<file path="src/hdl/tlb_defs.svh">
`ifndef TLB_DEFS_SVH
`define TLB_DEFS_SVH

`default_nettype none

// Entry array geometry
`define TLB_NUM         16
`define TLB_IDX_LEN     4

// Field widths
`define TLB_VPPN_LEN    19      // VA[31:13]
`define TLB_VA_LEN      20      // VA[31:12]
`define TLB_PPN_LEN     20
`define TLB_ASID_LEN    10

// Page size codes, log2 of page bytes
`define TLB_PS_4K       12
`define TLB_PS_HUGE     21

// Direct mapping window CSR layout
`define DMW_VSEG_LSB    29
`define DMW_PSEG_LSB    25
`define DMW_MAT_BIT     4       // Low MAT bit, set means cached

`default_nettype wire

`endif

</file>
<file path="src/hdl/tlb_pkg.sv">
`include "tlb_defs.svh"

`default_nettype none

package tlb_pkg;

    // INVTLB op field
    typedef enum logic [4:0] {
        inv_all0      = 5'h00,
        inv_all1      = 5'h01,
        inv_global    = 5'h02,
        inv_nonglobal = 5'h03,
        inv_asid      = 5'h04,
        inv_asid_va   = 5'h05,
        inv_va_other  = 5'h06
    } tlb_inv_op_e;

    // Compare part of an entry
    typedef struct packed {
        logic                       e;
        logic [`TLB_ASID_LEN-1:0]   asid;
        logic                       g;
        logic [5:0]                 ps;
        logic [`TLB_VPPN_LEN-1:0]   vppn;
    } tlb_cpr_t;

    // One page half, even or odd
    typedef struct packed {
        logic                       v;
        logic                       d;
        logic [1:0]                 mat;
        logic [1:0]                 plv;
        logic [`TLB_PPN_LEN-1:0]    ppn;
    } tlb_trans_t;

endpackage

`default_nettype wire

</file>
<file path="src/hdl/tlb_entry_array.sv">
`timescale 1ns/1ps

`include "tlb_defs.svh"

`default_nettype none

module tlb_entry_array
    import tlb_pkg::*;
(
    input  logic                            clk,
    input  logic                            rstn,

    input  logic                            wr_strobe,
    input  logic [`TLB_IDX_LEN-1:0]         wr_index,
    input  tlb_cpr_t                        wr_cpr,
    input  tlb_trans_t                      wr_even,
    input  tlb_trans_t                      wr_odd,

    input  logic                            inv_strobe,
    input  tlb_inv_op_e                     inv_op,
    input  logic [`TLB_ASID_LEN-1:0]        inv_asid,
    input  logic [`TLB_VPPN_LEN-1:0]        inv_vppn,

    output tlb_cpr_t   [`TLB_NUM-1:0]       entry_cpr,
    output tlb_trans_t [`TLB_NUM-1:0]       entry_even,
    output tlb_trans_t [`TLB_NUM-1:0]       entry_odd
);

    localparam int HUGE_LOW = `TLB_PS_HUGE - `TLB_PS_4K;
    localparam logic [5:0] PS_HUGE = 6'(`TLB_PS_HUGE);

    logic [`TLB_NUM-1:0] asid_eq;
    logic [`TLB_NUM-1:0] vppn_eq;
    logic [`TLB_NUM-1:0] inv_hit;

    // Per entry qualifiers for the invalidate opcodes
    always_comb begin
        for (int i = 0; i < `TLB_NUM; i++) begin
            asid_eq[i] = entry_cpr[i].asid == inv_asid;
            if (entry_cpr[i].ps == PS_HUGE) begin
                // Huge page spans 512 small VPPNs
                vppn_eq[i] = entry_cpr[i].vppn[`TLB_VPPN_LEN-1:HUGE_LOW]
                             == inv_vppn[`TLB_VPPN_LEN-1:HUGE_LOW];
            end else begin
                vppn_eq[i] = entry_cpr[i].vppn == inv_vppn;
            end
        end
    end

    always_comb begin
        for (int i = 0; i < `TLB_NUM; i++) begin
            case (inv_op)
                inv_all0, inv_all1: inv_hit[i] = 1'b1;
                inv_global:         inv_hit[i] = entry_cpr[i].g;
                inv_nonglobal:      inv_hit[i] = ~entry_cpr[i].g;
                inv_asid:           inv_hit[i] = ~entry_cpr[i].g & asid_eq[i];
                inv_asid_va: begin
                    inv_hit[i] = ~entry_cpr[i].g & asid_eq[i] & vppn_eq[i];
                end
                inv_va_other: begin
                    inv_hit[i] = (entry_cpr[i].g | ~asid_eq[i]) & vppn_eq[i];
                end
                default:            inv_hit[i] = 1'b0;   // Reserved op
            endcase
        end
    end

    always_ff @(posedge clk or negedge rstn) begin
        if (!rstn) begin
            entry_cpr  <= '0;
            entry_even <= '0;
            entry_odd  <= '0;
        end else if (wr_strobe) begin
            // Write has priority over a same-cycle invalidate
            entry_cpr[wr_index]  <= wr_cpr;
            entry_even[wr_index] <= wr_even;
            entry_odd[wr_index]  <= wr_odd;
        end else if (inv_strobe) begin
            for (int i = 0; i < `TLB_NUM; i++) begin
                if (inv_hit[i]) begin
                    entry_cpr[i].e <= 1'b0;
                end
            end
        end
    end

endmodule

`default_nettype wire

</file>
<file path="src/hdl/tlb_match.sv">
`timescale 1ns/1ps

`include "tlb_defs.svh"

`default_nettype none

module tlb_match
    import tlb_pkg::*;
(
    input  logic [`TLB_VPPN_LEN-1:0]    vppn,
    input  logic [`TLB_ASID_LEN-1:0]    asid,
    input  tlb_cpr_t [`TLB_NUM-1:0]     entry_cpr,
    output logic [`TLB_NUM-1:0]         hit_vec
);

    localparam int HUGE_LOW = `TLB_PS_HUGE - `TLB_PS_4K;
    localparam logic [5:0] PS_HUGE = 6'(`TLB_PS_HUGE);

    for (genvar i = 0; i < `TLB_NUM; i++) begin : g_ent
        logic huge;
        logic hi_eq;
        logic lo_eq;
        logic asid_ok;

        assign huge = entry_cpr[i].ps == PS_HUGE;

        assign hi_eq = entry_cpr[i].vppn[`TLB_VPPN_LEN-1:HUGE_LOW]
                       == vppn[`TLB_VPPN_LEN-1:HUGE_LOW];
        assign lo_eq = entry_cpr[i].vppn[HUGE_LOW-1:0] == vppn[HUGE_LOW-1:0];

        assign asid_ok = entry_cpr[i].g | (entry_cpr[i].asid == asid);

        // Low bits don't care for huge pages
        assign hit_vec[i] = entry_cpr[i].e & asid_ok & hi_eq & (huge | lo_eq);
    end

endmodule

`default_nettype wire

</file>
<file path="src/hdl/tlb_lookup.sv">
`timescale 1ns/1ps

`include "tlb_defs.svh"

`default_nettype none

module tlb_lookup
    import tlb_pkg::*;
(
    input  logic                            clk,
    input  logic                            rstn,
    input  logic                            stall,

    input  logic                            va_valid,
    input  logic [`TLB_VA_LEN-1:0]          va,

    input  logic [`TLB_ASID_LEN-1:0]        csr_asid,
    input  logic                            csr_pg,
    input  logic                            csr_da_cached,
    input  logic [31:0]                     csr_dmw0,
    input  logic [31:0]                     csr_dmw1,

    input  tlb_cpr_t   [`TLB_NUM-1:0]       entry_cpr,
    input  tlb_trans_t [`TLB_NUM-1:0]       entry_even,
    input  tlb_trans_t [`TLB_NUM-1:0]       entry_odd,

    output logic                            pa_valid,
    output logic [`TLB_PPN_LEN-1:0]         pa,
    output logic                            pa_hit,
    output logic                            pa_page_valid,
    output logic                            pa_cached
);

    localparam int HUGE_LOW = `TLB_PS_HUGE - `TLB_PS_4K;
    localparam logic [5:0] PS_HUGE = 6'(`TLB_PS_HUGE);
    localparam int SEG_LSB = `TLB_VA_LEN - 3;   // VA[31:29] within the VPN

    logic [`TLB_NUM-1:0] hit_vec;

    logic                               s1_valid;
    logic [`TLB_VA_LEN-1:0]             s1_va;
    logic [`TLB_NUM-1:0]                s1_hit;
    logic [`TLB_NUM-1:0]                s1_odd;
    logic [`TLB_NUM-1:0]                s1_huge;
    tlb_trans_t [`TLB_NUM-1:0]          s1_even_half;
    tlb_trans_t [`TLB_NUM-1:0]          s1_odd_half;

    tlb_trans_t                         half;
    logic [`TLB_PPN_LEN-1:0]            tlb_ppn;
    logic                               tlb_v;
    logic                               tlb_mat0;
    logic                               dmw0_hit;
    logic                               dmw1_hit;
    logic [`TLB_PPN_LEN-1:0]            pa_d;
    logic                               hit_d;
    logic                               pv_d;
    logic                               cached_d;

    tlb_match u_match (
        .vppn       (va[`TLB_VA_LEN-1:1]),
        .asid       (csr_asid),
        .entry_cpr  (entry_cpr),
        .hit_vec    (hit_vec)
    );

    always_ff @(posedge clk or negedge rstn) begin
        if (!rstn) begin
            s1_valid <= 1'b0;
            pa_valid <= 1'b0;
        end else if (!stall) begin
            s1_valid <= va_valid;
            pa_valid <= s1_valid;
        end
    end

    // Stage 1 payload
    always_ff @(posedge clk) begin
        if (!stall) begin
            s1_va        <= va;
            s1_hit       <= hit_vec;
            s1_even_half <= entry_even;
            s1_odd_half  <= entry_odd;
            for (int i = 0; i < `TLB_NUM; i++) begin
                s1_huge[i] <= entry_cpr[i].ps == PS_HUGE;
                s1_odd[i]  <= (entry_cpr[i].ps == PS_HUGE) ? va[HUGE_LOW] : va[0];
            end
        end
    end

    // Pick the half of the matching entry
    always_comb begin
        half     = '0;
        tlb_ppn  = '0;
        tlb_v    = 1'b0;
        tlb_mat0 = 1'b0;
        for (int i = 0; i < `TLB_NUM; i++) begin
            if (s1_hit[i]) begin
                half     = s1_odd[i] ? s1_odd_half[i] : s1_even_half[i];
                tlb_ppn  = half.ppn;
                tlb_v    = half.v;
                tlb_mat0 = half.mat[0];
                if (s1_huge[i]) begin
                    tlb_ppn[HUGE_LOW-1:0] = s1_va[HUGE_LOW-1:0];
                end
            end
        end
    end

    assign dmw0_hit = s1_va[`TLB_VA_LEN-1:SEG_LSB] == csr_dmw0[`DMW_VSEG_LSB +: 3];
    assign dmw1_hit = s1_va[`TLB_VA_LEN-1:SEG_LSB] == csr_dmw1[`DMW_VSEG_LSB +: 3];

    always_comb begin
        if (!csr_pg) begin
            pa_d     = s1_va;              // Direct mode
            cached_d = csr_da_cached;
            hit_d    = 1'b1;
            pv_d     = 1'b1;
        end else if (dmw0_hit) begin
            pa_d     = {csr_dmw0[`DMW_PSEG_LSB +: 3], s1_va[SEG_LSB-1:0]};
            cached_d = csr_dmw0[`DMW_MAT_BIT];
            hit_d    = 1'b1;
            pv_d     = 1'b1;
        end else if (dmw1_hit) begin
            pa_d     = {csr_dmw1[`DMW_PSEG_LSB +: 3], s1_va[SEG_LSB-1:0]};
            cached_d = csr_dmw1[`DMW_MAT_BIT];
            hit_d    = 1'b1;
            pv_d     = 1'b1;
        end else begin
            pa_d     = tlb_ppn;            // Zero on a miss
            cached_d = tlb_mat0;
            hit_d    = |s1_hit;
            pv_d     = tlb_v;
        end
    end

    always_ff @(posedge clk) begin
        if (!stall) begin
            pa            <= pa_d;
            pa_hit        <= hit_d;
            pa_page_valid <= pv_d;
            pa_cached     <= cached_d;
        end
    end

endmodule

`default_nettype wire

</file>
<file path="src/hdl/tlb_search.sv">
`timescale 1ns/1ps

`include "tlb_defs.svh"

`default_nettype none

module tlb_search
    import tlb_pkg::*;
(
    input  logic                            clk,
    input  logic                            rstn,

    input  logic                            srch_strobe,
    input  logic [`TLB_VPPN_LEN-1:0]        srch_vppn,
    input  logic [`TLB_ASID_LEN-1:0]        srch_asid,
    input  tlb_cpr_t [`TLB_NUM-1:0]         entry_cpr,

    output logic                            srch_done,
    output logic                            srch_hit,
    output logic [`TLB_IDX_LEN-1:0]         srch_index
);

    logic [`TLB_NUM-1:0]        hit_vec;
    logic [`TLB_NUM-1:0]        hit_q;
    logic                       pend;
    logic [`TLB_IDX_LEN-1:0]    enc_idx;

    tlb_match u_match (
        .vppn       (srch_vppn),
        .asid       (srch_asid),
        .entry_cpr  (entry_cpr),
        .hit_vec    (hit_vec)
    );

    // Highest set bit wins
    always_comb begin
        enc_idx = '0;
        for (int i = 0; i < `TLB_NUM; i++) begin
            if (hit_q[i]) begin
                enc_idx = i[`TLB_IDX_LEN-1:0];
            end
        end
    end

    always_ff @(posedge clk or negedge rstn) begin
        if (!rstn) begin
            pend       <= 1'b0;
            hit_q      <= '0;
            srch_done  <= 1'b0;
            srch_hit   <= 1'b0;
            srch_index <= '0;
        end else begin
            pend       <= srch_strobe;
            hit_q      <= srch_strobe ? hit_vec : '0;
            srch_done  <= pend;
            srch_hit   <= |hit_q;
            srch_index <= enc_idx;
        end
    end

endmodule

`default_nettype wire

</file>
<file path="src/hdl/tlb_top.sv">
`timescale 1ns/1ps

`include "tlb_defs.svh"

`default_nettype none

module tlb_top (
    input  logic                            clk,
    input  logic                            rstn,

    input  logic                            wr_strobe,
    input  logic [`TLB_IDX_LEN-1:0]         wr_index,
    input  tlb_pkg::tlb_cpr_t               wr_cpr,
    input  tlb_pkg::tlb_trans_t             wr_even,
    input  tlb_pkg::tlb_trans_t             wr_odd,

    input  logic                            inv_strobe,
    input  tlb_pkg::tlb_inv_op_e            inv_op,
    input  logic [`TLB_ASID_LEN-1:0]        inv_asid,
    input  logic [`TLB_VPPN_LEN-1:0]        inv_vppn,

    input  logic                            stall,
    input  logic                            va_valid,
    input  logic [`TLB_VA_LEN-1:0]          va,
    input  logic [`TLB_ASID_LEN-1:0]        csr_asid,
    input  logic                            csr_pg,
    input  logic                            csr_da_cached,
    input  logic [31:0]                     csr_dmw0,
    input  logic [31:0]                     csr_dmw1,

    output logic                            pa_valid,
    output logic [`TLB_PPN_LEN-1:0]         pa,
    output logic                            pa_hit,
    output logic                            pa_page_valid,
    output logic                            pa_cached,

    input  logic                            srch_strobe,
    input  logic [`TLB_VPPN_LEN-1:0]        srch_vppn,
    output logic                            srch_done,
    output logic                            srch_hit,
    output logic [`TLB_IDX_LEN-1:0]         srch_index
);

    tlb_pkg::tlb_cpr_t   [`TLB_NUM-1:0]     entry_cpr;
    tlb_pkg::tlb_trans_t [`TLB_NUM-1:0]     entry_even;
    tlb_pkg::tlb_trans_t [`TLB_NUM-1:0]     entry_odd;

    tlb_entry_array u_array (
        .clk        (clk),
        .rstn       (rstn),
        .wr_strobe  (wr_strobe),
        .wr_index   (wr_index),
        .wr_cpr     (wr_cpr),
        .wr_even    (wr_even),
        .wr_odd     (wr_odd),
        .inv_strobe (inv_strobe),
        .inv_op     (inv_op),
        .inv_asid   (inv_asid),
        .inv_vppn   (inv_vppn),
        .entry_cpr  (entry_cpr),
        .entry_even (entry_even),
        .entry_odd  (entry_odd)
    );

    tlb_lookup u_lookup (
        .clk            (clk),
        .rstn           (rstn),
        .stall          (stall),
        .va_valid       (va_valid),
        .va             (va),
        .csr_asid       (csr_asid),
        .csr_pg         (csr_pg),
        .csr_da_cached  (csr_da_cached),
        .csr_dmw0       (csr_dmw0),
        .csr_dmw1       (csr_dmw1),
        .entry_cpr      (entry_cpr),
        .entry_even     (entry_even),
        .entry_odd      (entry_odd),
        .pa_valid       (pa_valid),
        .pa             (pa),
        .pa_hit         (pa_hit),
        .pa_page_valid  (pa_page_valid),
        .pa_cached      (pa_cached)
    );

    // Search uses the current ASID
    tlb_search u_search (
        .clk            (clk),
        .rstn           (rstn),
        .srch_strobe    (srch_strobe),
        .srch_vppn      (srch_vppn),
        .srch_asid      (csr_asid),
        .entry_cpr      (entry_cpr),
        .srch_done      (srch_done),
        .srch_hit       (srch_hit),
        .srch_index     (srch_index)
    );

endmodule

`default_nettype wire

</file>
<file path="config.mk">
export PLATFORM = sky130hd
export DESIGN_NAME = tlb_top
export DESIGN_NICKNAME = d
export VERILOG_FILES = /design/src/hdl/tlb_pkg.sv /design/src/hdl/tlb_entry_array.sv /design/src/hdl/tlb_match.sv /design/src/hdl/tlb_lookup.sv /design/src/hdl/tlb_search.sv /design/src/hdl/tlb_top.sv
export VERILOG_INCLUDE_DIRS = /design/src /design/src/hdl
export SDC_FILE = /design/constraint.sdc
export NUM_CORES = 2
export LEC_CHECK = 0
export ABC_AREA = 1
export BUFFER_PORTS_ARGS = -buffer_cell sky130_fd_sc_hd__clkbuf_2
export CAP_MARGIN = 20
export CORE_ASPECT_RATIO = 1.25
export CORE_UTILIZATION = 45
export CTS_CLUSTER_SIZE = 10
export DETAILED_ROUTE_END_ITERATION = 8
export GPL_TIMING_DRIVEN = 0
export PLACE_DENSITY_LB_ADDON = 0.3
export SLEW_MARGIN = 40
export SYNTH_ARGS = -nofsm -noshare
export SYNTH_HDL_FRONTEND = slang
export SYNTH_SLANG_ARGS = --single-unit
</file>
<file path="constraint.sdc">
create_clock -name clk -period 2.72 [get_ports clk]
set_input_delay 0.544 -clock clk [delete_from_list [all_inputs] [get_ports clk]]
set_output_delay 0.544 -clock clk [all_outputs]
set_load 0.005 [all_outputs]
</file>
Word level (Yosys, flattened, before mapping) --
Index checks and enable logic that the tools add are counted. W data, S select, Z words.
Word-level totals: output and inout bits 30, bits in registers 2372, logic and storage cells 1070
Operators by class: $lt $le $gt $ge 2, equality and inequality tests 152, bitwise operators 225, reduce and logical (&&, ||, !) cells 39, muxes and demuxes 237
Operator list (count):
- $bwmux W416 | 2
- $eq A10 B10 Y1 | 80
- $bwmux W592 | 1
- $mux W26 | 17
- $mux W20 | 19
- $eq A19 B19 Y1 | 16
- $eq A9 B9 Y1 | 32
- $demux W37 S4 | 1
- $mux W9 | 16
- $mux W1 | 132
- $and A1 B1 Y1 | 128
- $demux W26 S4 | 1
- $eq A6 B5 Y1 const B | 16
- $or A1 B1 Y1 | 64
- $mux W4 | 14
- $pmux W1 S3 | 16
- $mux W37 | 1
- $reduce_bool A2 Y1 | 17
- $not A1 Y1 | 33
- $pmux W1 S2 | 16
- $reduce_and A2 Y1 | 16
- $reduce_or A16 Y1 | 2
- $mux W16 | 1
- $eq A5 B10 Y1 | 1
- other kinds (10) | 13

Longest topological paths before layout --
word-level depth 21, gate-level depth with buffers 27

Modules after synthesis --
Synthesis repeated with hierarchy kept, for this count alone.
Unflattened totals: cells, all modules 12843, area total of the unflattened synthesis 108765.6 um2
By module, submodules not included:
- tlb_entry_array | area each 58982.8 um2, instances 1, cells an instance 6517
- tlb_lookup | area each 32910.3 um2, instances 1, cells an instance 2781
- tlb_match | area each 7981.4 um2, instances 2, cells an instance 1720
- tlb_search | area each 909.6 um2, instances 1, cells an instance 105

Worst setup path before layout --
OpenSTA, ideal clock, no wires.
kind input-to-reg, start point input port stall, end point register u_lookup.pa[0] (enable), data required time 1.586 ns, path slack -14.268 ns, arrival 15.854 ns, stages 1, setup time 1.134 ns, cells stage by stage inv_1
RTL lines:
- start: declaration | RTL line tlb_top.sv:22 | input logic stall,
- end signal: assignment | RTL line tlb_lookup.sv:138 | pa <= pa_d;
- end: declaration | RTL line tlb_lookup.sv:28 | output logic [`TLB_PPN_LEN-1:0] pa,
No word-level cell between the ends.

Worst setup path after layout --
start point register u_lookup.s1_odd[0], end point register u_lookup.pa_cached (data pin)
On the way: word-level cells in the longest chain between the ends 20
Ends and longest elaborated chain:
- start: declaration | RTL line tlb_lookup.sv:43 | logic [`TLB_NUM-1:0] s1_odd;
- start signal: indexed assignment | RTL line tlb_lookup.sv:85 | s1_odd[i] <= (entry_cpr[i].ps == PS_HUGE) ? va[HUGE_LOW] : va[0];
- $mux W26 | RTL line tlb_lookup.sv:98 | half = s1_odd[i] ? s1_odd_half[i] : s1_even_half[i];
- $mux W1 (16 in a row) | RTL line tlb_lookup.sv:97 | if (s1_hit[i]) begin
- $mux W1 | RTL line tlb_lookup.sv:123 | end else if (dmw1_hit) begin
- $mux W1 | RTL line tlb_lookup.sv:118 | end else if (dmw0_hit) begin
- $mux W1 | RTL line tlb_lookup.sv:113 | if (!csr_pg) begin
- named net u_lookup.cached_d | RTL line tlb_lookup.sv:57 | logic cached_d;
- end signal: assignment | RTL line tlb_lookup.sv:141 | pa_cached <= cached_d;
- end: declaration | RTL line tlb_lookup.sv:31 | output logic pa_cached
The timed path passes the listed nets, and every way through them passes these cells. A chain may end at the register's enable or synchronous reset.

==> impl_metrics.env <==
export IMPL_status="finished with violations"
export IMPL_violations="setup timing"
export IMPL_routed_via_density=6.10
export IMPL_ys_ff_latch=2116
export IMPL_crit_start="u_lookup.s1_odd[0]"
export IMPL_yosysWarnings=0
export IMPL_seq_area_frac_synth=0.592
export IMPL_crit_type="flip-flop to flip-flop"
export IMPL_synth_area_um2=96200
export IMPL_io_pins=279
export IMPL_total_power_mw=89.8
export IMPL_finish_net_count=10900
export IMPL_first_iter_violations=9566
export IMPL_antenna_found_initial=42
export IMPL_root_buffer="clkbuf_16"
export IMPL_die_w_um=416
export IMPL_r2r_end="u_lookup.pa_cached"
export IMPL_crit_required_ns=3.36
export IMPL_hold_viol_final=0
export IMPL_maxCapViolCount=0
export IMPL_reg2reg_slack_ns=-0.32
export IMPL_dr_total_vias=83000
export IMPL_dp_cells=13100
export IMPL_fp_dieH_um=519
export IMPL_final_cell_mix="nand2_1 (2337), o21ai_0 (1480), dfrtp_1 (1320)"
export IMPL_h_tree_depth=4
export IMPL_rsz0062_at_grt="true"
export IMPL_cts_max_path_buffers=4
export IMPL_numCtsBuffers=246
export IMPL_drt_total_wl_um=465000
export IMPL_grt_max_degree=71
export IMPL_cp_depth=17
export IMPL_finClkSkew_ns=0.0947
export IMPL_layout_commonest_cell="nand2_1"
export IMPL_drv_slew=0
export IMPL_max_freq_mhz=329
export IMPL_overflow=0
export IMPL_start_util=0.453
export IMPL_gp_congestion=1.03
export IMPL_reg2regPathDepth=17
export IMPL_grt_first_pass_wirelength_um=636000
export IMPL_relSlewSlack=0.352
export IMPL_cp_max_fo=6
export IMPL_slowest_delay_ns=0.39
export IMPL_crit_path_end="u_lookup.pa_cached"
export IMPL_drive_above_1_share=0.136
export IMPL_crit_buf_inv=3
export IMPL_worstHoldPathType="input port to flip-flop"
export IMPL_dieArea_um2=216000
export IMPL_fin_ws_ns=-0.322
export IMPL_r2r_start="u_lookup.s1_odd[0]"
export IMPL_worstSetupEndpointType="flip-flop"
export IMPL_path_delay_family="compound AO/OA/AOI/OAI gates"
export IMPL_portBuffers=183
export IMPL_path_cells="buf_6, buf_12, buf_12, o211ai_1, nand2_1, nand2_2, nand3_4, nand2_4, nand3_4, a21oi_2, o22ai_2, nand2_2, o21ai_4, nand2_2, nand3_4, a21oi_2, o21bai_1"
export IMPL_synth_edf_count=795
export IMPL_firstDrtPassIters=6
export IMPL_track_usage=0.426
export IMPL_synth_ff_type="dfrtp_1"
export IMPL_utilization=0.532
export IMPL_period_minus_slack_ns=3.04
export IMPL_postRouteAntennaNets=0
export IMPL_startpoint_type="flip-flop"
export IMPL_worst_pin_slew_ns=0.972
export IMPL_grt_pass1_vias=80400
export IMPL_path_clk_slew_ns=0.06
export IMPL_yosys_cell_types_count=66
export IMPL_area_growth_syn_to_layout_pct=17.5
export IMPL_synthCells=10000
export IMPL_dp_hpwl_um=345000
export IMPL_detail_route_wl_per_cell_um=34.2
export IMPL_drc=0
export IMPL_clock_latency_ns=0.94
export IMPL_arrival_ns=3.68
export IMPL_powerDensity_nw_per_um2=794
export IMPL_min_period_over_period=1.12
export IMPL_fp_row_count=189
export IMPL_critPathSlowestCell="edfxtp_1"
export IMPL_vdd_drop_max_uv=588
export IMPL_async_reset_ff_frac=0.624
export IMPL_synth_nets=10300
export IMPL_leakagePower_nw=48.0
export IMPL_clock_sinks=2116
export IMPL_core_um2=212000
export IMPL_fin_cells=13600
export IMPL_cts_tree="built"
export IMPL_setup_viol=32
export IMPL_synth_area_per_cell_um2=9.62
[Yosys cell counts (all sizes together), types with 6 or more instances]
| master | instances | area share |
|---|---|---|
| o21ai | 1555 | 0.081 |
| clkbuf | 454 | 0.018 |
| edfxtp | 795 | 0.25 |
| or2 | 79 | 0.0051 |
| a221oi | 53 | 0.0049 |
| xor2 | 341 | 0.031 |
| a2111oi | 59 | 0.0054 |
| a31oi | 12 | 0.00078 |
| nor4 | 121 | 0.0081 |
| a211oi | 21 | 0.0016 |
| inv | 518 | 0.020 |
| a21boi | 20 | 0.0016 |
| a311oi | 8 | 0.00073 |
| o21a | 120 | 0.0094 |
| or4 | 6 | 0.00047 |
| nor3 | 66 | 0.0034 |
| o211ai | 79 | 0.0062 |
| buf | 217 | 0.012 |
| clkinv | 13 | 0.00051 |
| xnor2 | 319 | 0.029 |
| o2111ai | 24 | 0.0022 |
| nor2 | 537 | 0.021 |
| o21bai | 19 | 0.0015 |
| nor3b | 13 | 0.0010 |
| dfrtp | 1321 | 0.34 |
| a21oi | 211 | 0.011 |
| nand3 | 212 | 0.011 |
| o22ai | 172 | 0.011 |
| nand2 | 2441 | 0.095 |
| nand4 | 142 | 0.0092 |
| o221ai | 18 | 0.0016 |
[sequential cells by signal (all words and copies together) (netlist names), 20 cells and up]
signal and cells:
u_array.entry_odd 352, u_lookup.s1_odd_half 352, u_lookup.s1_va 20, u_lookup.s1_even_half 352
u_lookup.pa 20, u_array.entry_even 352, u_array.entry_cpr 592
[power by group]
group	leakage, nW	switching, mW	internal, mW
registers	24.6	4.87	39.4
clock network	3.44	13.3	17.4
logic	19.9	9.25	5.48
[tightest hold or removal path: stages]
cell	delay [ns]
clkbuf_2	0.08
o21bai_1	0.06
o21bai_1	0.14
[layout make-up]
cell class / count / area [um^2]
fillers: 19300 / 99300
repair buffers: 391 / 3740
clock inverters: 18 / 180
diodes: 17 / 42.5
clock buffers: 412 / 6980
plain buffers: 667 / 3280
multi-input cells: 6689 / 36400
inverters: 531 / 2070
flip-flops and latches: 2116 / 56900
well taps: 2769 / 3460
[per-stage QoR]
step	TNS, ns	hold WS, ns	setup WS (ns)	cell area, um^2
3_5_place_dp	-613.17	0.342	-1.52	103000
4_1_cts	-3.69	0.00556	-0.319	112000
6_report	-4.66	0.0465	-0.322	113000
3_3_place_gp	-	0.343	-33.30	101000
2_1_floorplan	-8008.86	0.248	-10.05	96200
5_1_grt	-5.53	0.0419	-0.417	113000
[logic make-up after synthesis]
family / Yosys count / share of synthesized area
compound gates: 2400 / 0.142
buf+inv: 1202 / 0.0507
flops: 2116 / 0.592
simple gates: 3629 / 0.156
xor+xnor: 660 / 0.0601
[per-layer routing]
layer / vias to the layer above / part of all wire / GRT usage
li1: 35300 / - / -
met1: 41800 / 0.36 / 0.507
met2: 4508 / 0.46 / 0.674
met3: 1419 / 0.077 / 0.0707
met4: 24 / 0.10 / 0.365
met5: - / 0.00032 / 0
[repair_timing]
action / CTS / global route
endpoints found under the setup margin: 67 / 77
cloned: 0 / 1
resized for setup: 284 / 181
hold endpoints to repair: 193 / 0
pin swaps: 67 / 111
hold buffers: 34 / 0
setup buffers: 42 / 16
[worst min-delay path by stage]
stage,startpoint,end,slack [ns],cells past startpoint
floorplan,rstn,u_array.entry_cpr[0],0.25,0
global placement,u_search.pend,u_search.srch_done,0.34,0
detailed placement,u_search.pend,u_search.srch_done,0.34,0
CTS,csr_dmw1[4],u_lookup.pa_cached,0.006,3
global route,va[4],u_lookup.s1_va[4],0.04,1
finish,csr_dmw1[4],u_lookup.pa_cached,0.05,3
No activity file was read; power rests on OpenSTA's default activity.
